$ cat src/verilog/cnn_pkg.sv
package cnn_pkg;

  localparam int BYTE_W = 8;
  localparam int WORD_W = 32;
  localparam int ADDR_W = 32;
  localparam int LANES = WORD_W / BYTE_W;

  // conv geometry
  localparam int KSIZE = 5;
  localparam int KTAPS = KSIZE * KSIZE;
  localparam int IF_ROWS = 6;
  localparam int IF_COLS = 8;
  localparam int IF_WORDS = IF_ROWS * IF_COLS / LANES;
  localparam int NUM_WIN = 8;
  localparam int WIN_PER_GROUP = 4;
  localparam int ACC_W = 32;

  // lane 3 is the msb and holds the lowest byte index
  typedef union packed {
    logic [WORD_W-1:0] raw;
    logic [LANES-1:0][BYTE_W-1:0] lane;
  } word_t;

  typedef enum logic [2:0] {IDLE, LOAD, TILE, DRAIN, POOL, WRITE, DONE} state_t;

  function automatic int weight_words(int num_pe);
    return (num_pe * KTAPS + LANES - 1) / LANES;
  endfunction

  // wide enough for the load count plus its extra drain cycle
  function automatic int cnt_width(int num_pe);
    return $clog2(weight_words(num_pe) + 2);
  endfunction

endpackage

$ cat src/verilog/cnn_pe.sv
`timescale 1ns/1ps

module cnn_pe
  import cnn_pkg::*;
#(
  parameter int QUANT_SHIFT = 8
) (
  input  logic                         clk,
  input  logic                         rst,
  input  logic [KTAPS-1:0][BYTE_W-1:0] i_window,
  input  logic [KTAPS-1:0][BYTE_W-1:0] i_weights,
  output logic [BYTE_W-1:0]            o_result
);

  localparam logic [ACC_W-1:0] BYTE_MAX = ACC_W'((1 << BYTE_W) - 1);

  logic signed [ACC_W-1:0] acc;
  logic [ACC_W-1:0] shifted;

  // unsigned activation times signed weight
  always_comb begin
    acc = '0;
    for (int t = 0; t < KTAPS; t++) begin
      acc = acc + $signed({1'b0, i_window[t]}) * $signed(i_weights[t]);
    end
  end

  // relu, then requantize
  assign shifted = acc[ACC_W-1] ? '0 : ($unsigned(acc) >> QUANT_SHIFT);

  always_ff @(posedge clk or posedge rst) begin
    if (rst) begin
      o_result <= '0;
    end else if (shifted > BYTE_MAX) begin
      o_result <= {BYTE_W{1'b1}}; // saturate
    end else begin
      o_result <= shifted[BYTE_W-1:0];
    end
  end

endmodule

$ cat config.mk
export PLATFORM = sky130hd
export DESIGN_NAME = cnn_pe
export DESIGN_NICKNAME = d
export VERILOG_FILES = /design/src/verilog/cnn_pkg.sv /design/src/verilog/cnn_pe.sv
export SDC_FILE = /design/constraint.sdc
export NUM_CORES = 2
export LEC_CHECK = 0
export BUFFER_PORTS_ARGS = -buffer_cell sky130_fd_sc_hd__buf_2
export CAP_MARGIN = 25
export CORE_MARGIN = 1
export CORE_UTILIZATION = 50
export DETAILED_ROUTE_END_ITERATION = 6
export GPL_ROUTABILITY_DRIVEN = 0
export HOLD_SLACK_MARGIN = 0.05
export PLACE_DENSITY = 0.68
export SYNTH_ARGS = -nofsm -noshare
export SYNTH_HDL_FRONTEND = slang
export SYNTH_SLANG_ARGS = --single-unit
$ cat constraint.sdc
create_clock -name clk -period 0.8 [get_ports clk]
set_input_delay 0.2 -clock clk [delete_from_list [all_inputs] [get_ports clk]]
set_output_delay 0.2 -clock clk [all_outputs]
set_load 0.01 [all_outputs]
After elaboration in Yosys (flattened, before gate mapping) --
Cells that the tools add are included.
Word-level totals: register bits 8, input bits 402, output and inout bits 8
Cells by class: add/subtract/negate cells 24, multiply operators 25, magnitude comparators 1, muxes and demuxes 2
Operators with widths (number):
- $mul 9x8->17 | 25
- $add 32x17->32 | 9
- $add 31x17->32 | 1
- $add 30x17->31 | 1
- $add 29x17->30 | 1
- $add 28x17->29 | 1
- $add 27x17->28 | 1
- $add 26x17->27 | 1
- $add 25x17->26 | 1
- $add 24x17->25 | 1
- $add 23x17->24 | 1
- $add 22x17->23 | 1
- $gt 23x8->1 const B | 1
- $mux 23 | 1
- $add 21x17->22 | 1
- $add 20x17->21 | 1
- $add 19x17->20 | 1
- $add 18x17->19 | 1
- $add 17x17->18 | 1
- $mux 8 | 1

Logic depth before layout (Yosys ltp) --
depth in word-level cells 28, depth in mapped cells 37, mapped depth without buffers 36

Worst setup path before layout --
OpenSTA, ideal clock, no wires.
path kind in2reg, start point input port i_weights[4] (netlist name), end point register o_result[0], arrival time 9.152 ns, setup slack -8.493 ns, cell stages on the path 33, path through clkbuf_1 > nand2_1 > fa_1 > fa_1 > inv_1 > fa_1 > inv_1 > fa_1 > inv_1 > fa_1 > fa_1 > fa_1 > fa_1 > inv_1 > fa_1 > inv_1 > fa_1 > inv_1 > fa_1 > inv_1 > fa_1 > inv_1 > fa_1 > inv_1 > ha_1 > nand4_1 > nor2_1 > a221oi_2 > o41a_1 > o21ai_0 > o2111ai_1 > nor4_4 > a21oi_1
Between the ends: word-level cells in the longest chain between the ends 28
RTL lines:
- start, declared | line cnn_pe.sv:11 | input logic [KTAPS-1:0][BYTE_W-1:0] i_weights,
- $mul 9x8->17 (*) | line cnn_pe.sv:24 | acc = acc + $signed({1'b0, i_window[t]}) * $signed(i_weights[t]);
- $add 17x17->18 (*) | line cnn_pe.sv:24
- $add 18x17->19 (*) | line cnn_pe.sv:24
- $add 19x17->20 (*) | line cnn_pe.sv:24
- $add 20x17->21 (*) | line cnn_pe.sv:24
- $add 21x17->22 (*) | line cnn_pe.sv:24
- $add 22x17->23 (*) | line cnn_pe.sv:24
- $add 23x17->24 (*) | line cnn_pe.sv:24
- [... 4 more ...]
- $add 28x17->29 (*) | line cnn_pe.sv:24
- $add 29x17->30 (*) | line cnn_pe.sv:24
- $add 30x17->31 (*) | line cnn_pe.sv:24
- $add 31x17->32 (*) | line cnn_pe.sv:24
- $add 32x17->32 (*) (9 in a row) | line cnn_pe.sv:24
- $mux 23 (*) | line cnn_pe.sv:29 | assign shifted = acc[ACC_W-1] ? '0 : ($unsigned(acc) >> QUANT_SHIFT);
- $gt 23x8->1 | line cnn_pe.sv:34 | end else if (shifted > BYTE_MAX) begin
- $mux 8 (*) | line cnn_pe.sv:34
- end signal, assigned | line cnn_pe.sv:35 | o_result <= {BYTE_W{1'b1}};
- end signal, assigned | line cnn_pe.sv:37 | o_result <= shifted[BYTE_W-1:0];
- end, declared | line cnn_pe.sv:12 | output logic [BYTE_W-1:0] o_result
Mark *: on every way between the ends. The rest lies on a longest branch, timed or not.

Worst setup path in the final report --
start point input port i_window[44] (netlist name), end point register o_result[6]
Between the ends: word-level cells in the longest chain between the ends 24
RTL lines:
- start, declared | line cnn_pe.sv:10 | input logic [KTAPS-1:0][BYTE_W-1:0] i_window,
- $mul 9x8->17 (*) | line cnn_pe.sv:24
- $add 21x17->22 (*) | line cnn_pe.sv:24
- $add 22x17->23 (*) | line cnn_pe.sv:24
- $add 23x17->24 (*) | line cnn_pe.sv:24
- $add 24x17->25 (*) | line cnn_pe.sv:24
- $add 25x17->26 (*) | line cnn_pe.sv:24
- $add 26x17->27 (*) | line cnn_pe.sv:24
- $add 27x17->28 (*) | line cnn_pe.sv:24
- $add 28x17->29 (*) | line cnn_pe.sv:24
- $add 29x17->30 (*) | line cnn_pe.sv:24
- $add 30x17->31 (*) | line cnn_pe.sv:24
- $add 31x17->32 (*) | line cnn_pe.sv:24
- $add 32x17->32 (*) (9 in a row) | line cnn_pe.sv:24
- $mux 23 (*) | line cnn_pe.sv:29
- $gt 23x8->1 | line cnn_pe.sv:34
- $mux 8 (*) | line cnn_pe.sv:34
Marked as above.

==> reports/results.ini <==
[worst_setup_path]
crit_top_cell = fa_1
criticalPathCategory = in -> reg
startpoint_type = primary input
cp_data_required_time_ps = 910
end_kind = register
critical-path-max-stage-delay_ps = 640
cp-startpoint = i_window[44]
cp-endpoint = o_result[6]
path_delay_family = adder cells
crit_buf_inv = 7
cp_num_cells = 29
critPathSlowestCell = fa_2
arrival_ps = 9710
cp_max_fo = 8

[synth]
yosysTopAreaCell = fa_1
yosys-top-cells-count = 2,014 x inv_1, 1,686 x fa_1, 888 x and2_1, 784 x ha_1, 541 x nand2_1
syn_area_um2 = 61100
ys.warnings.count = 0
yosysTopAreaCellShare_pct = 55.3
synthArstFlopShare_pct = 100
ys_seq_area_share_pct = 0.328
yosys_most_used_dff = dfrtp_1
syn-num-nets = 9191
synth_area_leaders = fa_1 55%, ha_1 16%, inv_1 12%
netlist-cell-type-count = 55
synth_cells = 6319
ys_seq_elements = 8
synth.avg_cell_area_um2 = 9.67
synth-edff-count = 0
yosysMostFrequentCell = inv_1

[finish]
reg_top3 = o_result x8
largest_register = o_result
largest_reg_flops = 8
layout-area-overhead-vs-synth_pct = 17.0
fin_util_pct = 59.3
multi_input_area_um2 = 53800
layout-drive-gt1-share_pct = 18.1
regArea_um2 = 208
final.fill_count = 10400
final_nets = 10300

[cts]
numCtsBuffers = 3
cts_tree = built
clk_pin_slew_ps = 40
clkSinkCount = 8
htree_num_levels = 1
cts_root_buffer = clkbuf_16
cts.path.max_buffers = 2

[sta]
min_period_over_period_pct = 1200
worst_pin_slew_ps = 417
rsz0062_at_grt = yes
fmax_ghz = 0.104
hold_viol_final = 0
slew_violations = 0
period_minus_slack_ps = 9600
setup_ws_ps = -8800
slew_headroom_pct = 71.9
setup_viol_count_final = 16

[status]
violations = setup timing
outcome = finished with violations

[drt]
wl_mm = 178
ant_nets = 0
first_iter_violations = 2851
drc = 0
routedWlPerCell_um = 19.7
firstDrtPassIters = 5
via_count = 44900
vias_per_cell = 4.96

[floorplanning]
dieArea_um2 = 124000
die_h_um = 352
coreArea_um2 = 121000
fp-row-count = 127
die_w_um = 352
start_util_pct = 50.7
ioPinCount = 410

[place]
dp.final_hpwl_mm = 169
port_buffers = 409

[global_route]
grt_max_degree = 12
grt_pass1_wl_mm = 281
overflow = 0
globalRouteTotalUtil_pct = 30.1
antenna_found_initial = 13
grt_pass1_vias = 50200

[hold_path]
hp-class = in -> async

[run]
drv_cap = 0

==> repair_timing <==
item	4_1_cts	5_1_grt
hold buffers	1	0
endpoints found under the setup margin	16	24
hold endpoints to repair	8	0
setup buffers	9	3
pin swaps	28	107
gates resized for setup	47	197
==> cell usage in the layout, fill, tap and decap left out, drive strengths merged, types with 11 or more instances in the layout <==
master | synthesis | final
nand2 | 541 | 541
ha | 784 | 784
clkbuf | 15 | 20
inv | 2014 | 2013
fa | 1686 | 1686
nor2 | 139 | 139
a21oi | 37 | 37
nand2b | 57 | 57
xnor2 | 11 | 11
buf | 3 | 1103
nor2b | 25 | 25
and2 | 888 | 888
nand3 | 11 | 11
==> per-stage QoR <==
stage                     cells  setup TNS (ps)  hold WS [ps]  worst slack (ps)  area, µm²
final                      9044          -72190           503             -8800      71500
after global routing       9043          -73710           525             -8980      71500
after CTS                  9034          -70910           513             -8640      71000
after detailed placement   9022          -72440           206             -9070      70700
after global placement     9022          -71210           197             -8900      70700
after floorplan            6319          -65390          15.7             -8170      61300
==> worst min-delay path, cell delays in order <==
cell and delay [ps]:
dlygate4sd3_1 530, buf_2 180, clkinvlp_4 170
==> how the worst min path moves through the flow <==
stage / endpoint / cells past startpoint / slack (ps) / startpoint
finish: o_result[1] / 3 / 500 / rst
global route: o_result[1] / 3 / 520 / rst
CTS: o_result[3] / 3 / 510 / rst
detailed placement: o_result[1] / 2 / 210 / rst
global placement: o_result[0] / 2 / 200 / rst
floorplan: o_result[0] / 1 / 20 / rst
==> metal layers <==
metal	share of wire [%]	global-route usage (%)	vias up
met5	0.043	0	-
met4	5.0	11.6	12
met3	5.7	3.40	324
met2	50	52.6	1386
met1	39	38.4	23000
li1	-	-	20100
==> cell families after synthesis <==
logic type	Yosys count	synth area share, %
adders and majority gates	2470	71.3
muxes	4	0.0696
xor gates and xnor gates	15	0.215
DFF	8	0.328
buffers and inverters	2042	12.6
and+or+nand+nor	1688	14.5
AOI/OAI and AO/OA	92	0.997
==> area by class of cell <==
type | count | area share, %
antenna | 7 | 0.0245
clock buffer | 3 | 0.105
inverter | 2024 | 10.6
multi-input combinational | 4269 | 75.2
sequential | 8 | 0.290
tap | 1612 | 2.82
timing repair buffer | 1121 | 10.9
Power is left out: the tool's default activity adds up to more than one toggle a clock period on the data nets, which glitch-free logic cannot reach.
