`src/verilog/cnn_pkg.sv`:
```
package cnn_pkg;

  localparam int BYTE_W = 8;
  localparam int WORD_W = 32;
  localparam int ADDR_W = 32;
  localparam int LANES = WORD_W / BYTE_W;

  // conv geometry
  localparam int KSIZE = 5;
  localparam int KTAPS = KSIZE * KSIZE;
  localparam int IF_ROWS = 6;
  localparam int IF_COLS = 8;
  localparam int IF_WORDS = IF_ROWS * IF_COLS / LANES;
  localparam int NUM_WIN = 8;
  localparam int WIN_PER_GROUP = 4;
  localparam int ACC_W = 32;

  // lane 3 is the msb and holds the lowest byte index
  typedef union packed {
    logic [WORD_W-1:0] raw;
    logic [LANES-1:0][BYTE_W-1:0] lane;
  } word_t;

  typedef enum logic [2:0] {IDLE, LOAD, TILE, DRAIN, POOL, WRITE, DONE} state_t;

  function automatic int weight_words(int num_pe);
    return (num_pe * KTAPS + LANES - 1) / LANES;
  endfunction

  // wide enough for the load count plus its extra drain cycle
  function automatic int cnt_width(int num_pe);
    return $clog2(weight_words(num_pe) + 2);
  endfunction

endpackage

```
`src/verilog/cnn_fetch.sv`:
```
`timescale 1ns/1ps

module cnn_fetch
  import cnn_pkg::*;
#(
  parameter int NUM_PE = 8
) (
  input  logic                                   clk,
  input  logic                                   rst,
  input  word_t                                  i_w_dout,
  input  word_t                                  i_if_dout,
  input  logic                                   i_w_load,
  input  logic                                   i_if_load,
  input  logic [cnt_width(NUM_PE)-1:0]           i_load_idx,
  input  logic                                   i_win_valid,
  input  logic [$clog2(NUM_WIN)-1:0]             i_win_idx,
  output logic [KTAPS-1:0][BYTE_W-1:0]           o_window,
  output logic [NUM_PE*KTAPS-1:0][BYTE_W-1:0]    o_weights
);

  localparam int W_WORDS = weight_words(NUM_PE);
  localparam int W_BYTES = W_WORDS * LANES;
  localparam int IF_BYTES = IF_ROWS * IF_COLS;
  localparam int WIN_COLS = IF_COLS - KSIZE + 1; // window positions per row
  localparam int BASE_W = $clog2(IF_BYTES);

  logic [BYTE_W-1:0] w_cache [W_BYTES];
  logic [BYTE_W-1:0] if_cache [IF_BYTES];
  logic [BASE_W-1:0] win_base;

  // msb lane carries the first byte of each word
  always_ff @(posedge clk) begin
    if (i_w_load) begin
      for (int l = 0; l < LANES; l++) begin
        w_cache[LANES*i_load_idx + l] <= i_w_dout.lane[LANES-1-l];
      end
    end
    if (i_if_load) begin
      for (int l = 0; l < LANES; l++) begin
        if_cache[LANES*i_load_idx + l] <= i_if_dout.lane[LANES-1-l];
      end
    end
  end

  for (genvar b = 0; b < NUM_PE * KTAPS; b++) begin : g_wout
    assign o_weights[b] = w_cache[b];
  end

  // top-left byte of the selected window
  assign win_base = BASE_W'((i_win_idx / WIN_COLS) * IF_COLS + i_win_idx % WIN_COLS);

  always_ff @(posedge clk or posedge rst) begin
    if (rst) begin
      o_window <= '0;
    end else if (i_win_valid) begin
      for (int r = 0; r < KSIZE; r++) begin
        for (int c = 0; c < KSIZE; c++) begin
          o_window[r*KSIZE + c] <= if_cache[win_base + r*IF_COLS + c];
        end
      end
    end else begin
      o_window <= '0; // idle pes see zeros
    end
  end

  a_load_range: assert property (@(posedge clk) disable iff (rst)
    i_w_load |-> (i_load_idx < W_WORDS))
    else $error("weight load index past the weight cache");

endmodule

```
`config.mk`:
```
export PLATFORM = sky130hd
export DESIGN_NAME = cnn_fetch
export DESIGN_NICKNAME = d
export VERILOG_FILES = /design/src/verilog/cnn_pkg.sv /design/src/verilog/cnn_fetch.sv
export SDC_FILE = /design/constraint.sdc
export NUM_CORES = 2
export LEC_CHECK = 0
export ABC_AREA = 1
export CAP_MARGIN = 20
export CORE_AREA = 3 3 727 729
export CTS_CLUSTER_DIAMETER = 120
export DETAILED_ROUTE_END_ITERATION = 10
export DIE_AREA = 0 0 730 732
export DONT_BUFFER_PORTS = 1
export PLACE_DENSITY_LB_ADDON = 0.25
export SYNTH_ARGS = -nofsm -noshare
export SYNTH_HDL_FRONTEND = slang
export SYNTH_SLANG_ARGS = --single-unit
export TNS_END_PERCENT = 100
```
`constraint.sdc`:
```
create_clock -name clk -period 7.6 [get_ports clk]
set_input_delay 1.52 -clock clk [delete_from_list [all_inputs] [get_ports clk]]
set_output_delay 1.52 -clock clk [all_outputs]
set_load 0.05 [all_outputs]
```
== After elaboration in Yosys (flattened, before gate mapping) ==
Memories as Yosys holds them, arrays and structs flattened.
Cells that the tools add are included.

* Bits in registers: 200
* Memories kept: 2
* Memory bits (writable): 1984
* Output and inout bits: 1800
* Input bits: 78

{| class="wikitable"
|+ Memory list
! memory !! words !! width !! read ports !! clocked after Yosys merged registers in !! write ports !! RTL line !! text
|-
| w_cache || 200 || 8 || 200 || 0 || 4 || cnn_fetch.sv:27 || <nowiki>logic [BYTE_W-1:0] w_cache [W_BYTES];</nowiki>
|-
| if_cache || 48 || 8 || 25 || 0 || 4 || cnn_fetch.sv:28 || <nowiki>logic [BYTE_W-1:0] if_cache [IF_BYTES];</nowiki>
|}

* Mux-type cells: 5
* $add $sub $neg: 28

{| class="wikitable"
|+ Operators with widths
! operator !! number
|-
| $mux 200 || 1
|-
| $add 6x2->6 const B || 8
|-
| $add 6x1->6 const B || 4
|-
| $add 6x3->6 const B || 4
|-
| $add 8x2->8 const B || 2
|-
| $add 5x2->6 const B || 2
|-
| $add 5x5->6 const B || 2
|-
| $add 8x1->8 const B || 1
|-
| $add 5x1->6 const B || 1
|-
| $add 5x3->6 const B || 1
|-
| $add 5x4->6 const B || 1
|-
| $add 5x6->6 const B || 1
|-
| $add 4x2->5 || 1
|-
| $mux 1 || 4
|}

== Depth between registers and ports, before layout ==
An unclocked memory read counts as a cell.

* Depth in word-level cells: 5
* Depth in mapped cells: 14

== Worst setup path after synthesis ==
No wires, ideal clock.

* Path type: input to register
* From: input port i_load_idx[1]
* To: memory w_cache[16][0] (enable)
* Arrival time: 3354 ps
* Data required time: 7179 ps
* Cell stages on the path: 4
* Slack: 3824 ps
* Library setup time: 421 ps
* Path through: inv_1 -> nand3_1 -> clkbuf_1 -> nor2_1

{| class="wikitable"
|+ RTL lines
! item !! RTL line !! text
|-
| from (decl) || cnn_fetch.sv:14 || <nowiki>input logic [cnt_width(NUM_PE)-1:0] i_load_idx,</nowiki>
|-
| to (decl) || cnn_fetch.sv:27 ||
|}

== Worst setup path in the final report ==
* From: input port i_win_idx[0]
* To: register o_window[172] in the netlist's numbering

* Word-level cells in the longest chain between the ends: 5

{| class="wikitable"
|+ Ends and longest elaborated chain
! item !! RTL line !! text
|-
| from (decl) || cnn_fetch.sv:16 || <nowiki>input logic [$clog2(NUM_WIN)-1:0] i_win_idx,</nowiki>
|-
| $add 4x2->5 || cnn_fetch.sv:50 || <nowiki>assign win_base = BASE_W'((i_win_idx / WIN_COLS) * IF_COLS + i_win_idx % WIN_COLS);</nowiki>
|-
| $add 5x6->6 || cnn_fetch.sv:58 || <nowiki>o_window[r*KSIZE + c] <= if_cache[win_base + r*IF_COLS + c];</nowiki>
|-
| $add 6x1->6 || cnn_fetch.sv:58 ||
|-
| $mem_v2 48x8 || - ||
|-
| $mux 200 || cnn_fetch.sv:55 || <nowiki>end else if (i_win_valid) begin</nowiki>
|-
| to (signal, indexed assignment) || cnn_fetch.sv:58 ||
|-
| to (decl) || cnn_fetch.sv:17 || <nowiki>output logic [KTAPS-1:0][BYTE_W-1:0] o_window,</nowiki>
|}

Every way passes these cells.

==> qor.yml <==
run_status:
  status: "finished with violations"
  violations: "antenna rules"
worst_setup_path:
  worstReg2RegEnd: "o_window[99]$_DFF_PP0_"
  worst-r2r-setup-slack_ns: 5.32
  ff2ff_path_depth: 6
  cp_max_fo: 416
  rr_startpoint: "if_cache[20][3]$_DFFE_PP_"
  cp.required_ns: 8.27
  arrival_ns: 4.67
  critPathKind: "input port to flop"
  crit_start: "i_win_idx[0]"
  cp-end-kind: "flop"
  critPathLaunchType: "input port"
timing:
  setup_ws_ns: 3.60
  final-setup-viol-count: 0
  maxSlewViolCount: 0
  worst_pin_slew_ns: 1.18
  maxSlewHeadroom: 0.211
  min_period_ns: 4.00
  fin_crit_sh: 0.527
  hold_viol_final: 0
  rsz0062_at_grt: "false"
  fmax_ghz: 0.250
  fin_setup_tns_ns: 0
  whs_ns: 0.515
  clock_skew_ns: 0.161
clock_tree:
  clock_sinks: 2184
  root_buffer: "clkbuf_16"
  cts.repair.resized: 0
  cts_htree_levels: 4
  cts.path.max_buffers: 4
  tritoncts: "yes"
  ctsHoldBuffers: 0
  clkTransAtPathRegs_ns: 0.06
  clkLatencyLatePin_ns: 1.00
  cts_setup_buffers: 0
  cts_made_buffers: 243
floorplan:
  rows: 266
  dieArea_mm2: 0.534
  core_area_mm2: 0.524
  num_io_pins: 1878
  start_util: 0.147
  die_height_um: 732
  die_w_um: 730
synthesis:
  synth_area_leaders: "edfxtp_1 (77%), dfrtp_1 (6.5%), nand2_1 (5.4%), nand3_1 (4.6%), nor2_1 (2.1%)"
  syn_inst: 5055
  ys_seq_area_frac: 0.838
  synth.avg_cell_area_um2: 15.2
  ys_types: 26
  yosysWarnings: 0
  synth_seq_cells: 2184
  yosysTopAreaCell: "edfxtp_1"
  yosysTopAreaCellShare: 0.773
  synth_nets: 5135
  syn-cell-area_mm2: 0.0771
cells_and_area:
  final_cell_mix: "edfxtp_1 (1984), nand2_1 (1114), nand3_1 (710)"
  num-nets-final: 5220
  layout_commonest_cell: "edfxtp_1"
  area_delta_synth_final_pct: 23.0
  drive_above_1_share: 0.108
  stdcell_area_mm2: 0.0948
  num-fill-cells: 56400
grt:
  grt_pass1_wl_um: 492000
  grt.total_usage: 0.139
  grt_pass1_vias: 44900
  grt_start_max_net_pins: 417
  antenna_found_initial: 48
  overflow: 0
placement:
  place_congestion: 0.809
  io_buffers: 0
  postPlaceCellArea_mm2: 0.0859
  place_ws_ns: 2.70
  dpl.hpwl_um: 255000
worst_hold_path:
  min_path_type: "input port to asynchronous set/reset pin"
drt:
  drt_wl_total_um: 393000
  dr.first_iter.drc_count: 6542
  post_drt_wl_per_cell_um: 31.7
  route.detailed.drc: 0
  viasPerCell: 3.83
  dr_total_vias: 47400
  dr.pass1.iters: 6
  drtAntennaViolNets: 2
power:
  power.density_mw_per_mm2: 290
  vdd_ir_drop_max_mv: 0.196
  p_leak_uw: 0.0310
flow_run:
  maxCapViolCount: 0
[cells by family after synthesis]
group / Yosys count / share of synthesized area
simple gates: 2290 / 0.124
fa+ha+maj: 2 / 0.000325
compound gates: 287 / 0.0196
flops: 2184 / 0.838
buf+inv: 292 / 0.0183
[cell type report]
type / instances / area [um^2] / share of cell area
well taps: 6968 / 8720 / 0.0920
inverters: 45 / 210 / 0.00222
clock inverters: 173 / 2110 / 0.0223
flip-flops and latches: 2184 / 64600 / 0.681
multi-input cells: 2579 / 11600 / 0.122
clock buffers: 279 / 6380 / 0.0673
repair buffers: 87 / 1050 / 0.0111
diodes: 71 / 178 / 0.00187
[flip-flops by register name, indices dropped and copies added, names as in the netlist]
register and flops:
if_cache 384, o_window 200, w_cache 1600
[synth_stat cells]
master,n
a21oi_1,45
a22oi_2,1
and2_1,1
buf_1,48
buf_2,63
buf_4,36
buf_6,11
buf_8,1
clkbuf_1,88
clkinv_1,1
dfrtp_1,200
edfxtp_1,1984
ha_1,2
inv_1,41
inv_2,1
inv_4,2
nand2_1,1115
nand2_2,1
nand3_1,714
nor2_1,441
o211ai_2,7
o21a_1,1
o21ai_0,188
o21ai_1,36
o22ai_1,9
or2_2,18
[layer usage]
metal,wire [um],up-vias,GRT usage
li1,-,18500,-
met4,12200,2,0.0398
met3,42600,532,0.0465
met2,194000,3486,0.241
met5,20,-,0
met1,144000,24900,0.163
[per-stage QoR]
step	cells	total power [uW]	util
detailed placement	11900	15300	0.164
global placement	11800	15300	0.163
finish	12400	27500	0.181
floorplan	5055	14800	-
global route	12300	28400	0.181
CTS	12300	27800	0.180
[critical path, cell delays in order]
cell and delay [ns]:
clkinv_8 0.34, ha_4 0.96, inv_6 0.39, buf_16 0.34, nand3_1 0.15, nand3_1 0.08
nand2_1 0.14, nor2_1 0.04, nor2_1 0.43
[power by group]
group	leakage [uW]	switching, uW	internal, uW
Sequential	0.0204	729	13300
Combinational	0.00646	762	247
Clock	0.00410	5170	7290
Total	0.0310	6660	20800
[worst max path at each step]
stage,endpoint,depth (start not counted)
after floorplan,o_window[0]$_DFF_PP0_,1
after global placement,o_window[51]$_DFF_PP0_,9
after detailed placement,o_window[25]$_DFF_PP0_,9
after CTS,o_window[25]$_DFF_PP0_,9
after global routing,o_window[68]$_DFF_PP0_,8
final,o_window[172]$_DFF_PP0_,9
Note: power is estimated with default switching activity, not from simulation.
