### src/verilog/cnn_pkg.sv
package cnn_pkg;

  localparam int BYTE_W = 8;
  localparam int WORD_W = 32;
  localparam int ADDR_W = 32;
  localparam int LANES = WORD_W / BYTE_W;

  // conv geometry
  localparam int KSIZE = 5;
  localparam int KTAPS = KSIZE * KSIZE;
  localparam int IF_ROWS = 6;
  localparam int IF_COLS = 8;
  localparam int IF_WORDS = IF_ROWS * IF_COLS / LANES;
  localparam int NUM_WIN = 8;
  localparam int WIN_PER_GROUP = 4;
  localparam int ACC_W = 32;

  // lane 3 is the msb and holds the lowest byte index
  typedef union packed {
    logic [WORD_W-1:0] raw;
    logic [LANES-1:0][BYTE_W-1:0] lane;
  } word_t;

  typedef enum logic [2:0] {IDLE, LOAD, TILE, DRAIN, POOL, WRITE, DONE} state_t;

  function automatic int weight_words(int num_pe);
    return (num_pe * KTAPS + LANES - 1) / LANES;
  endfunction

  // wide enough for the load count plus its extra drain cycle
  function automatic int cnt_width(int num_pe);
    return $clog2(weight_words(num_pe) + 2);
  endfunction

endpackage

### src/verilog/cnn_pool.sv
`timescale 1ns/1ps

module cnn_pool
  import cnn_pkg::*;
#(
  parameter int NUM_PE = 8
) (
  input  logic                          clk,
  input  logic                          rst,
  input  logic [NUM_PE-1:0][BYTE_W-1:0] i_results,
  input  logic                          i_pe_shift,
  input  logic                          i_pool_step,
  input  logic [$clog2(NUM_PE)-1:0]     i_pool_idx,
  input  logic                          i_pool_group,
  input  logic                          i_wr_en,
  input  logic [$clog2(NUM_PE)-1:0]     i_wr_idx,
  output logic [ADDR_W-1:0]             o_tmp_addr,
  output logic                          o_tmp_we,
  output word_t                         o_tmp_din
);

  localparam int GROUPS = NUM_WIN / WIN_PER_GROUP;
  localparam int POOL_BYTES = GROUPS * NUM_PE;
  localparam int SLOT_W = $clog2(POOL_BYTES);

  logic [BYTE_W-1:0] store [NUM_PE][WIN_PER_GROUP]; // last four window results
  logic [BYTE_W-1:0] pooled [POOL_BYTES];
  logic [BYTE_W-1:0] pool_max;
  logic [SLOT_W-1:0] pool_slot;

  always_ff @(posedge clk) begin
    if (i_pe_shift) begin
      for (int p = 0; p < NUM_PE; p++) begin
        store[p][0] <= i_results[p];
        for (int d = 1; d < WIN_PER_GROUP; d++) begin
          store[p][d] <= store[p][d-1];
        end
      end
    end
  end

  // 2x2 max over the selected channel
  always_comb begin
    pool_max = store[i_pool_idx][0];
    for (int d = 1; d < WIN_PER_GROUP; d++) begin
      if (store[i_pool_idx][d] > pool_max) pool_max = store[i_pool_idx][d];
    end
  end

  assign pool_slot = SLOT_W'(i_pool_group * NUM_PE + i_pool_idx);

  always_ff @(posedge clk) begin
    if (i_pool_step) pooled[pool_slot] <= pool_max;
  end

  always_ff @(posedge clk or posedge rst) begin
    if (rst) o_tmp_we <= 1'b0;
    else o_tmp_we <= i_wr_en;
  end

  // four pooled bytes per word, lowest index in the msb lane
  always_ff @(posedge clk) begin
    if (i_wr_en) begin
      o_tmp_addr <= ADDR_W'(i_wr_idx);
      for (int l = 0; l < LANES; l++) begin
        o_tmp_din.lane[LANES-1-l] <= pooled[LANES*i_wr_idx + l];
      end
    end
  end

  a_pool_idx: assert property (@(posedge clk) disable iff (rst)
    i_pool_step |-> (i_pool_idx < NUM_PE))
    else $error("pool index past the channel count");

endmodule

### config.mk
export PLATFORM = sky130hd
export DESIGN_NAME = cnn_pool
export DESIGN_NICKNAME = d
export VERILOG_FILES = /design/src/verilog/cnn_pkg.sv /design/src/verilog/cnn_pool.sv
export SDC_FILE = /design/constraint.sdc
export NUM_CORES = 1
export LEC_CHECK = 0
export ABC_AREA = 1
export ABC_CLOCK_PERIOD_IN_PS = 4750
export CORE_MARGIN = 1
export CORE_UTILIZATION = 57
export CTS_CLUSTER_DIAMETER = 30
export DETAILED_ROUTE_END_ITERATION = 7
export DONT_BUFFER_PORTS = 1
export PLACE_DENSITY = 0.71
export SYNTH_ARGS = -nofsm -noshare
export SYNTH_HDL_FRONTEND = slang
export SYNTH_SLANG_ARGS = --single-unit
### constraint.sdc
create_clock -name clk -period 4.75 [get_ports clk]
set_clock_uncertainty 0.1 [all_clocks]
set_input_delay 0.95 -clock clk [delete_from_list [all_inputs] [get_ports clk]]
set_output_delay 0.95 -clock clk [all_outputs]
set_load 0.005 [all_outputs]
; Yosys cells after proc, flatten, opt, wreduce, memory -nomap -nowiden
; Memory sizes are Yosys's and may differ from the RTL's. A register that Yosys moved wholly into a read port is not among the register bits.
; Cells that the tools add are included.
[op_classes]
n_addsub = 4
magnitude_cmp = 3
n_mux = 7
[op_table]
columns = op, count
row1 = > comparator 8 bit, 3
row2 = 2-to-1 mux 8 bit, 3
row3 = "adder 4 x 2 -> 4 bit, second input constant", 2
row4 = "adder 4 x 1 -> 4 bit, second input constant", 1
row5 = adder 4 x 3 -> 4 bit, 1
row6 = 2-to-1 mux 1 bit, 4
[totals]
regBits = 4
ramBits = 384
inputBits = 76
output_inout_bits = 65
elab_cells = 18
n_memories = 2
[mem_list]
columns = memory, words, width, read_ports, rd_clocked_by_memory_dff, write_ports, line
row1 = store, 8, 32, 9, 0, 8, cnn_pool.sv:26  ; logic [BYTE_W-1:0] store [NUM_PE][WIN_PER_GROUP];
row2 = pooled, 16, 8, 4, 4, 1, cnn_pool.sv:27  ; logic [BYTE_W-1:0] pooled [POOL_BYTES];

; Depth between registers and ports, before layout
; An unclocked memory read counts as a cell.
[logic_depth]
word_depth = 7
mapped_depth = 42
ltp_nobuf = 40

; Worst setup path before layout
; No wires, ideal clock.
[synth_path]
path_kind = input port to flip-flop
from = input i_pool_idx[0]
to = memory pooled[0][0] (data pin)
setup_time_ns = 0.320
arrival_time_ns = 5.379
required_time_ns = 4.330
slack_ns = -1.049
path_stages = 31
n_path_buf = 4
path_cell_list = buf_4 -> nor2_2 -> buf_2 -> buf_2 -> a21oi_1 -> a32oi_1 -> ha_1 -> a21o_1 -> nor2_1 -> nand2_1 -> nand2_1 -> clkbuf_1 -> nand2_1 -> o21ai_1 -> ha_1 -> a21oi_1 -> nor2_1 -> a211oi_1 -> nand2_4 -> nand2_4 -> nand2_1 -> nand2_1 -> ha_1 -> a21oi_1 -> o21ai_0 -> nand2_1 -> o211ai_1 -> nand2_1 -> inv_1 -> nand2_1 -> nand2_1
[synth_between]
elab_chain_len = 7
[synth_lines]
columns = element, line
row1 = "start, declared", cnn_pool.sv:13  ; input logic [$clog2(NUM_PE)-1:0] i_pool_idx,
row2 = memory (8 x 32 bit) *, n/a
row3 = > comparator 8 bit, cnn_pool.sv:46  ; if (store[i_pool_idx][d] > pool_max) pool_max = store[i_pool_idx][d];
row4 = 2-to-1 mux 8 bit, cnn_pool.sv:46
row5 = > comparator 8 bit, cnn_pool.sv:46
row6 = 2-to-1 mux 8 bit, cnn_pool.sv:46
row7 = > comparator 8 bit, cnn_pool.sv:46
row8 = 2-to-1 mux 8 bit *, cnn_pool.sv:46
row9 = via pool_max[0], cnn_pool.sv:28  ; logic [BYTE_W-1:0] pool_max;
row10 = "end, declared", cnn_pool.sv:27
; Mark *: on every way through the listed nets, which the timed path passes. The rest lies on a longest branch.

; Worst setup path after layout
[layout_path]
from = input i_pool_idx[1]
to = memory pooled[9][2] (data pin)
; Same word-level chain as after synthesis.

==> impl_metrics.yaml <==
power:
  vdd_drop_max_uv: 455
  p_total_mw: 11.9
  powerDensity_mw_per_mm2: 580
  leakage_nw: 7.50
cts:
  clk_path_buf_depth: 3
  cts_num_sinks: 420
  root_buffer: "clkbuf_16"
  clock_latency_ps: 570
  numCtsBuffers: 73
  htreeDepth: 3
  clk_pin_slew_ps: 50
  cts_tree: "done"
final_layout:
  synthToLayoutAreaGrowth_pct: 24.8
  n_antenna_cell: 0
  final_cell_mix: "edfxtp_1 (419), nand2_1 (137), nor2_1 (97)"
  layout.nets: 1365
  drive_gt1_share_pct: 23.3
  mostFrequentLayoutCell: "edfxtp_1"
  fin_area_sq_mm: 0.0204
  utilization_pct: 73.0
  instances_no_fill: 1703
floorplanning:
  start_util_pct: 58.5
  floorplan.die_area_sq_mm: 0.0294
  fp-row-count: 61
  ios: 141
  core-area_sq_mm: 0.0280
  fp.dieH_microns: 172
  dieWidth_microns: 172
logic_synthesis:
  synth_edf_count: 419
  yosysTopAreaCell: "edfxtp_1"
  ys_seq_area_share_pct: 76.9
  yosys_most_used_dff: "edfxtp_1"
  netlist_area_sq_mm: 0.0164
  synth_area_leaders: "edfxtp_1 (77%), nand2_1 (3.8%), a22oi_1 (3.5%)"
  ys_ff_latch: 420
  syn_avg_cell_area_sq_um: 14.4
  ys_warn_count: 0
  synth_top_area_share_pct: 76.8
  synth_cell_types: 34
  synthCells: 1137
  synthArstFlopShare_pct: 0.238
hold_path:
  min_from: "i_wr_en"
  min_path_cells: 0
  min_path_type: "input pin to register"
  holdPathEnd: "o_tmp_we$_DFF_PP0_"
setup_path:
  worst_ep_arrival_time_ps: 5080
  cp_slowest_cell: "ha_1"
  cp-start-kind: "input pin"
  end_kind: "register"
  slowest_delay_ps: 320
  worstSetupPathType: "input pin to register"
  reg2reg_from: "store[0][19]$_DFFE_PP_"
  path_common_cell: "nand2_1"
  path_buf_inv: 6
  critical-path-top-delay-family: "simple AND/OR/NAND/NOR gates"
  regToRegSetupSlack_ps: 80
  cp.required_ps: 4940
  worstReg2RegEnd: "pooled[9][2]$_DFFE_PP_"
  worstRegToRegCells: 31
  critPathMaxFanout: 25
detailed_routing:
  avgRoutedWirePerCell_microns: 21.4
  top_layer: "met4"
  wl_met2_mm: 18.8
  viasPerCell: 5.86
  drc_errors: 0
  first_iter_violations: 975
  via_count: 9978
  drt-pass1-iter-count: 7
  wl_met3_mm: 2.32
  ant_nets: 0
  routed_wl_mm: 36.4
  wl_met1_mm: 14.0
timing:
  max_slew.worst_pin.slew_ps: 1180
  worst_slack_ps: -142
  relSlewSlack_pct: 20.7
  min_period_ps: 4890
  tns_ps: -12700
  max_clock_freq_mhz: 204
  maxSlewViolCount: 0
  finalCritPeriodShare_pct: 103
  setup_viol: 128
  hold_viol: 0
  whs_ps: 310
  rsz0062_at_grt: "true"
global_routing:
  grt_pass1_wl_mm: 55.3
  grt_start_max_net_pins: 257
  grt_pass1_vias: 9967
  grt-ovfl-total: 0
  grt_usage_pct: 25.5
  antenna_found_initial: 0
place:
  placed_area_sq_mm: 0.0174
  routabilityCongestion: 0.858
  dp_cells: 1548
  post-dp-hpwl_mm: 20.8
  numPortBuffers: 0
  post-place-ws_ps: -770
job:
  cap_viol_max_count: 0
outcome:
  run_status: "complete, but fails checks"
  violations: "negative setup slack"
## per-layer routing
| metal | track usage, % | vias up |
|---|---|---|
| met5 | 0 | - |
| met4 | 12.0 | 0 |
| met3 | 5.50 | 90 |
| met2 | 43.6 | 453 |
| met1 | 31.0 | 4908 |
| li1 | - | 4527 |
## worst max-delay path by stage
stage / from / end / cells after the start
after detailed placement: i_pool_idx[1] / pooled[4][2]$_DFFE_PP_ / 30
after floorplan: i_pool_idx[0] / pooled[0][1]$_DFFE_PP_ / 32
after CTS: i_pool_idx[0] / pooled[11][7]$_DFFE_PP_ / 30
final: i_pool_idx[1] / pooled[9][2]$_DFFE_PP_ / 35
after global placement: i_pool_idx[1] / pooled[14][0]$_DFFE_PP_ / 30
after global routing: i_pool_idx[1] / pooled[1][0]$_DFFE_PP_ / 37
## report_power, final
| part | internal, mW | leakage, nW | switching, mW |
|---|---|---|---|
| sequential | 4.70 | 4.02 | 0.102 |
| clock | 3.40 | 1.21 | 1.80 |
| combinational | 0.662 | 2.27 | 1.20 |
## timing repair
action                                  in CTS  in global routing
endpoints found under the hold margin        1                  0
gates cloned                                10                  0
buffers inserted                             7                  3
pin swaps                                   29                 16
resized for setup                           59                 28
endpoints found under the setup margin     128                128
hold buffers                                 1                  0
## cells by family after synthesis
group           after synthesis  synth area share, %
flops                       420                 76.9
simple gates                329                 8.29
compound gates              243                 9.36
buf+inv                     121                 3.63
fa+ha+maj                    23                 1.76
other cells                   1               0.0229
## cell type report
class,instances,area (sq um)
timing repair buffer,98,841
tap,378,473
inverter,39,159
sequential,420,12600
clock buffer,84,1930
fill,1742,7570
multi-input combinational,634,3870
clock inverter,50,563
## sequential cells by signal, indices dropped and copies added (netlist names)
| register | count |
|---|---|
| o_tmp_addr | 3 |
| o_tmp_din | 32 |
| o_tmp_we | 1 |
| pooled | 128 |
| store | 256 |
## worst reg2reg max path: cells and delay by family, from the launching register on
| kind | cells | cell delay [ps] |
|---|---|---|
| compound gates | 6 | 780 |
| simple gates | 19 | 1790 |
| flops | 1 | 430 |
| fa+ha+maj | 3 | 900 |
| buf+inv | 3 | 430 |
## cell usage after synthesis (19+ instances only)
cell / instances
edfxtp_1: 419
nand2_1: 168
nor2_1: 100
a22oi_1: 77
o21ai_0: 74
nand3_1: 40
inv_1: 32
o22ai_1: 32
buf_4: 31
clkbuf_1: 26
ha_1: 23
buf_2: 19
Note: power is estimated with default switching activity, not from simulation.
