<file path="src/verilog/cnn_pkg.sv">
package cnn_pkg;

  localparam int BYTE_W = 8;
  localparam int WORD_W = 32;
  localparam int ADDR_W = 32;
  localparam int LANES = WORD_W / BYTE_W;

  // conv geometry
  localparam int KSIZE = 5;
  localparam int KTAPS = KSIZE * KSIZE;
  localparam int IF_ROWS = 6;
  localparam int IF_COLS = 8;
  localparam int IF_WORDS = IF_ROWS * IF_COLS / LANES;
  localparam int NUM_WIN = 8;
  localparam int WIN_PER_GROUP = 4;
  localparam int ACC_W = 32;

  // lane 3 is the msb and holds the lowest byte index
  typedef union packed {
    logic [WORD_W-1:0] raw;
    logic [LANES-1:0][BYTE_W-1:0] lane;
  } word_t;

  typedef enum logic [2:0] {IDLE, LOAD, TILE, DRAIN, POOL, WRITE, DONE} state_t;

  function automatic int weight_words(int num_pe);
    return (num_pe * KTAPS + LANES - 1) / LANES;
  endfunction

  // wide enough for the load count plus its extra drain cycle
  function automatic int cnt_width(int num_pe);
    return $clog2(weight_words(num_pe) + 2);
  endfunction

endpackage

</file>
<file path="src/verilog/cnn_ctrl.sv">
`timescale 1ns/1ps

module cnn_ctrl
  import cnn_pkg::*;
#(
  parameter int NUM_PE = 8
) (
  input  logic                              clk,
  input  logic                              rst,
  input  logic                              i_start,
  output logic [ADDR_W-1:0]                 o_if_addr,
  output logic                              o_if_en,
  output logic [ADDR_W-1:0]                 o_w_addr,
  output logic                              o_w_en,
  output logic                              o_w_load,
  output logic                              o_if_load,
  output logic [cnt_width(NUM_PE)-1:0]      o_load_idx,
  output logic                              o_win_valid,
  output logic [$clog2(NUM_WIN)-1:0]        o_win_idx,
  output logic                              o_pe_shift,
  output logic                              o_pool_step,
  output logic [$clog2(NUM_PE)-1:0]         o_pool_idx,
  output logic                              o_pool_group,
  output logic                              o_wr_en,
  output logic [$clog2(NUM_PE)-1:0]         o_wr_idx,
  output logic                              o_done
);

  localparam int W_WORDS = weight_words(NUM_PE);
  localparam int CNT_W = cnt_width(NUM_PE);
  localparam int PIDX_W = $clog2(NUM_PE);

  state_t state;
  logic [CNT_W-1:0] cnt;
  logic group; // 0 = windows 1 2 5 6, 1 = windows 3 4 7 8
  logic last;
  logic [1:0] win_pipe; // window reg, then pe reg

  // end of the current phase
  always_comb begin
    case (state)
      LOAD:    last = (cnt == CNT_W'(W_WORDS)); // one extra cycle for the last word
      TILE:    last = (cnt == CNT_W'(WIN_PER_GROUP - 1));
      DRAIN:   last = (cnt == CNT_W'(1));
      POOL:    last = (cnt == CNT_W'(NUM_PE - 1));
      WRITE:   last = (cnt == CNT_W'(NUM_PE / 2 - 1));
      default: last = 1'b1;
    endcase
  end

  always_ff @(posedge clk or posedge rst) begin
    if (rst) begin
      state <= IDLE;
      cnt <= '0;
      group <= 1'b0;
    end else begin
      cnt <= last ? '0 : cnt + 1'b1;
      if (last) begin
        case (state)
          IDLE: begin
            if (i_start) begin
              state <= LOAD;
              group <= 1'b0;
            end
          end
          LOAD:  state <= TILE;
          TILE:  state <= DRAIN;
          DRAIN: state <= POOL;
          POOL: begin
            if (group) begin
              state <= WRITE;
            end else begin
              state <= TILE;
              group <= 1'b1;
            end
          end
          WRITE:   state <= DONE;
          default: state <= IDLE;
        endcase
      end
    end
  end

  // weights and activations are fetched side by side
  assign o_w_en = (state == LOAD) && (cnt < CNT_W'(W_WORDS));
  assign o_if_en = (state == LOAD) && (cnt < CNT_W'(IF_WORDS));
  assign o_w_addr = ADDR_W'(cnt);
  assign o_if_addr = ADDR_W'(cnt);

  assign o_win_valid = (state == TILE);
  assign o_win_idx = {cnt[1], group, cnt[0]}; // row, column pair, column
  assign o_pe_shift = win_pipe[1];

  assign o_pool_step = (state == POOL);
  assign o_pool_idx = cnt[PIDX_W-1:0];
  assign o_pool_group = group;

  assign o_wr_en = (state == WRITE);
  assign o_wr_idx = cnt[PIDX_W-1:0];

  always_ff @(posedge clk or posedge rst) begin
    if (rst) begin
      o_w_load <= 1'b0;
      o_if_load <= 1'b0;
      o_load_idx <= '0;
      win_pipe <= '0;
      o_done <= 1'b0;
    end else begin
      o_w_load <= o_w_en; // bram data lands a cycle later
      o_if_load <= o_if_en;
      o_load_idx <= cnt;
      win_pipe <= {win_pipe[0], o_win_valid};
      o_done <= (state == DONE);
    end
  end

  a_done_pulse: assert property (@(posedge clk) disable iff (rst) o_done |=> !o_done)
    else $error("o_done held high for two cycles");

  a_write_after_pool: assert property (@(posedge clk) disable iff (rst)
    $rose(o_wr_en) |-> $past(o_pool_step && o_pool_group))
    else $error("write phase entered before group 1 pooled");

endmodule

</file>
<file path="config.mk">
export PLATFORM = sky130hd
export DESIGN_NAME = cnn_ctrl
export DESIGN_NICKNAME = d
export VERILOG_FILES = /design/src/verilog/cnn_pkg.sv /design/src/verilog/cnn_ctrl.sv
export SDC_FILE = /design/constraint.sdc
export NUM_CORES = 1
export LEC_CHECK = 0
export ABC_AREA = 1
export BUFFER_PORTS_ARGS = -buffer_cell sky130_fd_sc_hd__clkbuf_2
export CELL_PAD_IN_SITES_DETAIL_PLACEMENT = 0
export CELL_PAD_IN_SITES_GLOBAL_PLACEMENT = 1
export CORE_ASPECT_RATIO = 0.6
export CORE_UTILIZATION = 31
export DETAILED_ROUTE_END_ITERATION = 10
export HOLD_SLACK_MARGIN = 0.1
export MAX_ROUTING_LAYER = met4
export PLACE_DENSITY = 0.82
export SLEW_MARGIN = 40
export SYNTH_ARGS = -nofsm -noshare
export SYNTH_HDL_FRONTEND = slang
export SYNTH_SLANG_ARGS = --single-unit
</file>
<file path="constraint.sdc">
create_clock -name clk -period 2.5 [get_ports clk]
set_input_delay 0.25 -clock clk [delete_from_list [all_inputs] [get_ports clk]]
set_output_delay 0.25 -clock clk [all_outputs]
set_load 0.005 [all_outputs]
</file>
# Word-level counts from Yosys, hierarchy flattened
# Cells that the tools add are included.
[classes]
reduce_logical = 7
n_div = 0
multipliers = 0
addsub = 1
eq_ne = 11
order_cmp = 2
shifts = 0
n_mux = 7
bitwise_logic = 0
[op_table]
columns = ["cell", "count"]
rows = [
  ["3-bit one-hot mux with 6 select lines", 1],
  ["3-bit == test (second input constant)", 3],
  ["6-bit by 1-bit adder with 6-bit output (second input constant)", 1],
  ["3-bit by 2-bit == test with 1-bit output (second input constant)", 2],
  ["6-bit by 1-bit == test with 1-bit output (second input constant)", 1],
  ["6-bit by 2-bit == test with 1-bit output (second input constant)", 1],
  ["6-bit by 3-bit == test with 1-bit output (second input constant)", 1],
  ["6-bit == test (second input constant)", 1],
  ["6-bit by 4-bit < comparator with 1-bit output (second input constant)", 1],
  ["6-bit < comparator (second input constant)", 1],
  ["3-bit 2-to-1 mux", 2],
  ["6-bit 2-to-1 mux", 1],
  ["1-bit one-hot mux with 4 select lines", 1],
  ["3-bit by 1-bit == test with 1-bit output (second input constant)", 1],
  ["3-bit logical NOT", 1],
  ["3-bit AND reduction", 1],
  ["1-bit logical AND", 2],
  ["2-bit != test (second input constant)", 1],
  ["1-bit one-hot mux with 2 select lines", 1],
  ["2-bit AND reduction", 1],
  ["2-bit nonzero test", 1],
  ["2-bit OR reduction", 1],
  ["1-bit 2-to-1 mux", 1],
]
[totals]
ram_bits = 0
reg_bits = 21
rom_bits = 0
latchBits = 0
output_inout_bits = 89
in_bits = 3
memories = 0
wordCells = 36

# Longest topological paths before layout
[depth]
ltp_word = 4
depth_mapped = 12
mapped_depth_nobuf = 11

# Worst setup path before layout
# Ideal clock, no wire load.
[synth_path]
path_type = "reg2reg"
start = "register state[2]"
end = "register group (netlist: o_pool_group)"
stages_incl_launch_ff = 12
setup_slack_ps = 962
n_path_buf = 1
setup_ps = 117
arrival_ps = 1422
t_required_ps = 2383
cell_sequence = "dfrtp_1 > ha_1 > nand3_1 > nor2_1 > nand2_1 > nor2_2 > nand2_2 > nand2_2 > buf_6 > nand2_2 > nand2_1 > nand2_1"
[synth_between]
elab_chain_len = 4
[synth_lines]
columns = ["item", "line", "text"]
rows = [
  ["start: declaration", "cnn_ctrl.sv:33", "state_t state;"],
  ["start signal: assignment", "cnn_ctrl.sv:53", "state <= IDLE;"],
  ["start signal: assignment", "cnn_ctrl.sv:62", "state <= LOAD;"],
  ["start signal: assignment", "cnn_ctrl.sv:66", "LOAD: state <= TILE;"],
  ["3-bit by 2-bit == test with 1-bit output or 3-bit == test (tied branches)", "cnn_ctrl.sv:41", "case (state)"],
  ["2-bit OR reduction (no line)", "--", ""],
  ["1-bit one-hot mux with 4 select lines", "cnn_ctrl.sv:41", ""],
  ["3-bit AND reduction (no line)", "--", ""],
  ["end signal: assignment", "cnn_ctrl.sv:55", "group <= 1'b0;"],
  ["end signal: assignment", "cnn_ctrl.sv:63", "group <= 1'b0;"],
  ["end signal: assignment", "cnn_ctrl.sv:74", "group <= 1'b1;"],
  ["end: declaration", "cnn_ctrl.sv:35", "logic group;"],
]
# Several ways; a longest one is shown, not always the timed one.
# A chain may end at the register's enable or synchronous reset.

# Worst setup path after layout
[layout_path]
start = "register state[2]"
end = "output port o_if_en"
[layout_between]
elab_chain_len = 2
[layout_lines]
columns = ["item", "line", "text"]
rows = [
  ["3-bit by 1-bit == test with 1-bit output", "cnn_ctrl.sv:86", "assign o_if_en = (state == LOAD) && (cnt < CNT_W'(IF_WORDS));"],
  ["1-bit logical AND", "cnn_ctrl.sv:86", ""],
  ["end: declaration", "cnn_ctrl.sv:12", "output logic o_if_en,"],
]
# Every way passes these cells.

==> results.py <==
metrics = {
    "cts": {
        "cts_buffer_depth": 2,
        "ctsHtreeMaxLevel": 1,
        "cts_tree": "yes",
        "cts_buffers": 3,
        "cts.sinks": 21,
        "clockRootBuffer": "clkbuf_8",
        "cts_resized": 0,
        "post-cts-setup-buffer-count": 0,
        "path_clk_slew_ns": 0.07,
        "ctsHoldBuffers": 1,
        "insertion_delay_ns": 0.26,
    },
    "sta": {
        "timing.final.crit_share_pct": 73.0,
        "setup_slack_ns": 0.675,
        "rsz0062_at_grt": "false",
        "fmax_mhz": 548,
        "layout_min_cycle_time_ns": 1.83,
        "fin_skew_ns": 0.00429,
        "setup_violations": 0,
        "timing.final.hold_violations": 0,
        "slew_violations": 0,
        "finalSetupTns_ns": 0,
    },
    "die": {
        "row_count": 19,
        "die_x_um": 91.4,
        "ios": 92,
        "start_util_pct": 32.4,
        "die_area_mm2": 0.00508,
        "core_area_mm2": 0.00459,
        "die_h_um": 55.6,
    },
    "grt": {
        "antenna_found_initial": 0,
        "grt_util_all_layers_pct": 9.63,
        "gr-total-overflow": 0,
        "grt_max_degree": 22,
        "grt_pass1_wl_um": 3660,
        "grt_pass1_vias": 722,
    },
    "cells_and_area": {
        "final_area_mm2": 0.00149,
        "antenna_cells": 0,
        "layout_commonest_cell": "conb_1",
        "syn2layout_area_growth_pct": 0.0846,
        "layout-drive-gt1-share_pct": 27.5,
        "final_cell_mix": "conb_1 (52), clkbuf_2 (39), nand2_1 (24)",
        "n_fill_cell": 501,
        "final_net_count": 214,
    },
    "logic_synthesis": {
        "ys_warn_count": 0,
        "synth-edff-count": 0,
        "async_flop_share_pct": 100,
        "syn_inst": 181,
        "yosysSeqAreaShare_pct": 35.4,
        "synth-main-ff-cell": "dfrtp_1",
        "syn_area_mm2": 0.00149,
        "ys_seq_elements": 21,
        "avgSynthCellArea_um2": 8.21,
        "yosys.cell_types.count": 20,
    },
    "setup_path": {
        "path_class": "reg2out",
        "critPathRequiredTime_ns": 2.25,
        "critPathArrivalTime_ns": 1.58,
        "cp-start-kind": "flip-flop",
        "critPathCaptureType": "primary output",
        "crit_fanout": 8,
    },
    "placed_design": {
        "gp_congestion": 0.828,
        "dpl.hpwl_um": 1890,
        "dpl_cell_area_mm2": 0.00143,
        "place_ws_ns": 0.713,
        "portBuffers": 39,
    },
    "power_and_ir_drop": {
        "power.density_mw_per_mm2": 944,
        "vdd_ir_drop_max_v": 0.000242,
        "power_mw": 1.40,
        "power.leakage_nw": 0.903,
    },
    "routing": {
        "drtIter0Drc": 44,
        "avgViaCountPerCell": 3.57,
        "wl_per_cell_um": 8.67,
        "drtPass1Iterations": 4,
        "drc": 0,
        "antenna_left": 0,
        "drt_wl_total_um": 2340,
        "num_vias": 963,
    },
    "flow_run": {
        "cap_violations": 0,
    },
    "hold_path": {
        "hp-class": "reg2reg",
    },
    "outcome": {
        "status": "complete, no violations",
    },
}
## area by class of cell
cell class	instances	area, um2	share of cell area, %
Timing Repair Buffer	40	205	13.8
Sequential cell	21	526	35.4
Clock buffer	4	45.0	3.03
Multi-Input combinational cell	125	568	38.2
Tap cell	63	78.8	5.30
Inverter	17	63.8	4.29
## synth_stat cells, types with 2 or more instances
| library cell | number | area, um2 |
|---|---|---|
| nor2_1 | 12 | 45.0 |
| nor2_2 | 4 | 25.0 |
| ha_1 | 3 | 37.5 |
| nand2_2 | 8 | 50.1 |
| a21oi_1 | 5 | 25.0 |
| dfrtp_1 | 21 | 526 |
| buf_4 | 67 | 503 |
| inv_1 | 15 | 56.3 |
| nand2_1 | 24 | 90.1 |
| nand3_1 | 9 | 45.0 |
| o21ai_0 | 2 | 10.0 |
| inv_2 | 2 | 7.51 |
| xor2_1 | 2 | 17.5 |
## metal layers
layer  GRT usage [%]  vias to the layer above  routed length (um)
met1            14.9                      426                1180
met4            1.36                        0                  12
met3            3.69                        3                 207
li1                -                      484                   -
met2            11.7                       50                 938
met5               -                        -                   0
## cell families after synthesis
family | after synthesis | synth area share, %
AOI/OAI and AO/OA | 7 | 2.36
xor gates and xnor gates | 3 | 1.77
adders and majority gates | 3 | 2.53
buffers and inverters | 86 | 39.3
DFF | 21 | 35.4
other | 1 | 0.252
and+or+nand+nor | 60 | 18.4
## critical path: stages (launching register included)
cell and delay, ns:
dfrtp_1 0.48, inv_1 0.16, nand2_2 0.08, nor2_2 0.12
inv_2 0.06, nor3_1 0.25, clkbuf_2 0.17
## where the power goes
group | internal [mW] | leakage [nW] | switching [mW]
logic | 0.254 | 0.599 | 0.385
registers | 0.431 | 0.281 | 0.113
clock network | 0.114 | 0.0228 | 0.107
total | 0.798 | 0.903 | 0.605
## per-stage QoR
step / utilization [%] / cells / hold WS, ns
after global placement: 31.2 / 265 / 0.333
after CTS: 32.4 / 270 / 0.354
after detailed placement: 31.2 / 265 / 0.270
after floorplan: - / 232 / 0.227
after global routing: 32.4 / 270 / 0.369
final: 32.4 / 270 / 0.351
## worst paths after layout
path,from,to,slack (ns),cells after the start
worst max register to register,state[2],state[2],0.69,10
worst min-delay path,win_pipe[0],win_pipe[1],0.35,0
worst min register to register,win_pipe[0],win_pipe[1],0.35,0
min in group asynchronous,rst,o_pool_group,0.52,3
max in group asynchronous,rst,o_load_idx[3],1.67,3
worst max-delay path,state[2],o_if_en,0.67,6
## state kept, by name (all words and copies together), names as in the netlist
| signal | flops |
|---|---|
| o_w_load | 1 |
| o_done | 1 |
| o_load_idx | 6 |
| o_if_load | 1 |
| o_pool_group | 1 |
| win_pipe | 2 |
| state | 3 |
| cnt | 6 |
Power figures use the tool's default switching activity.
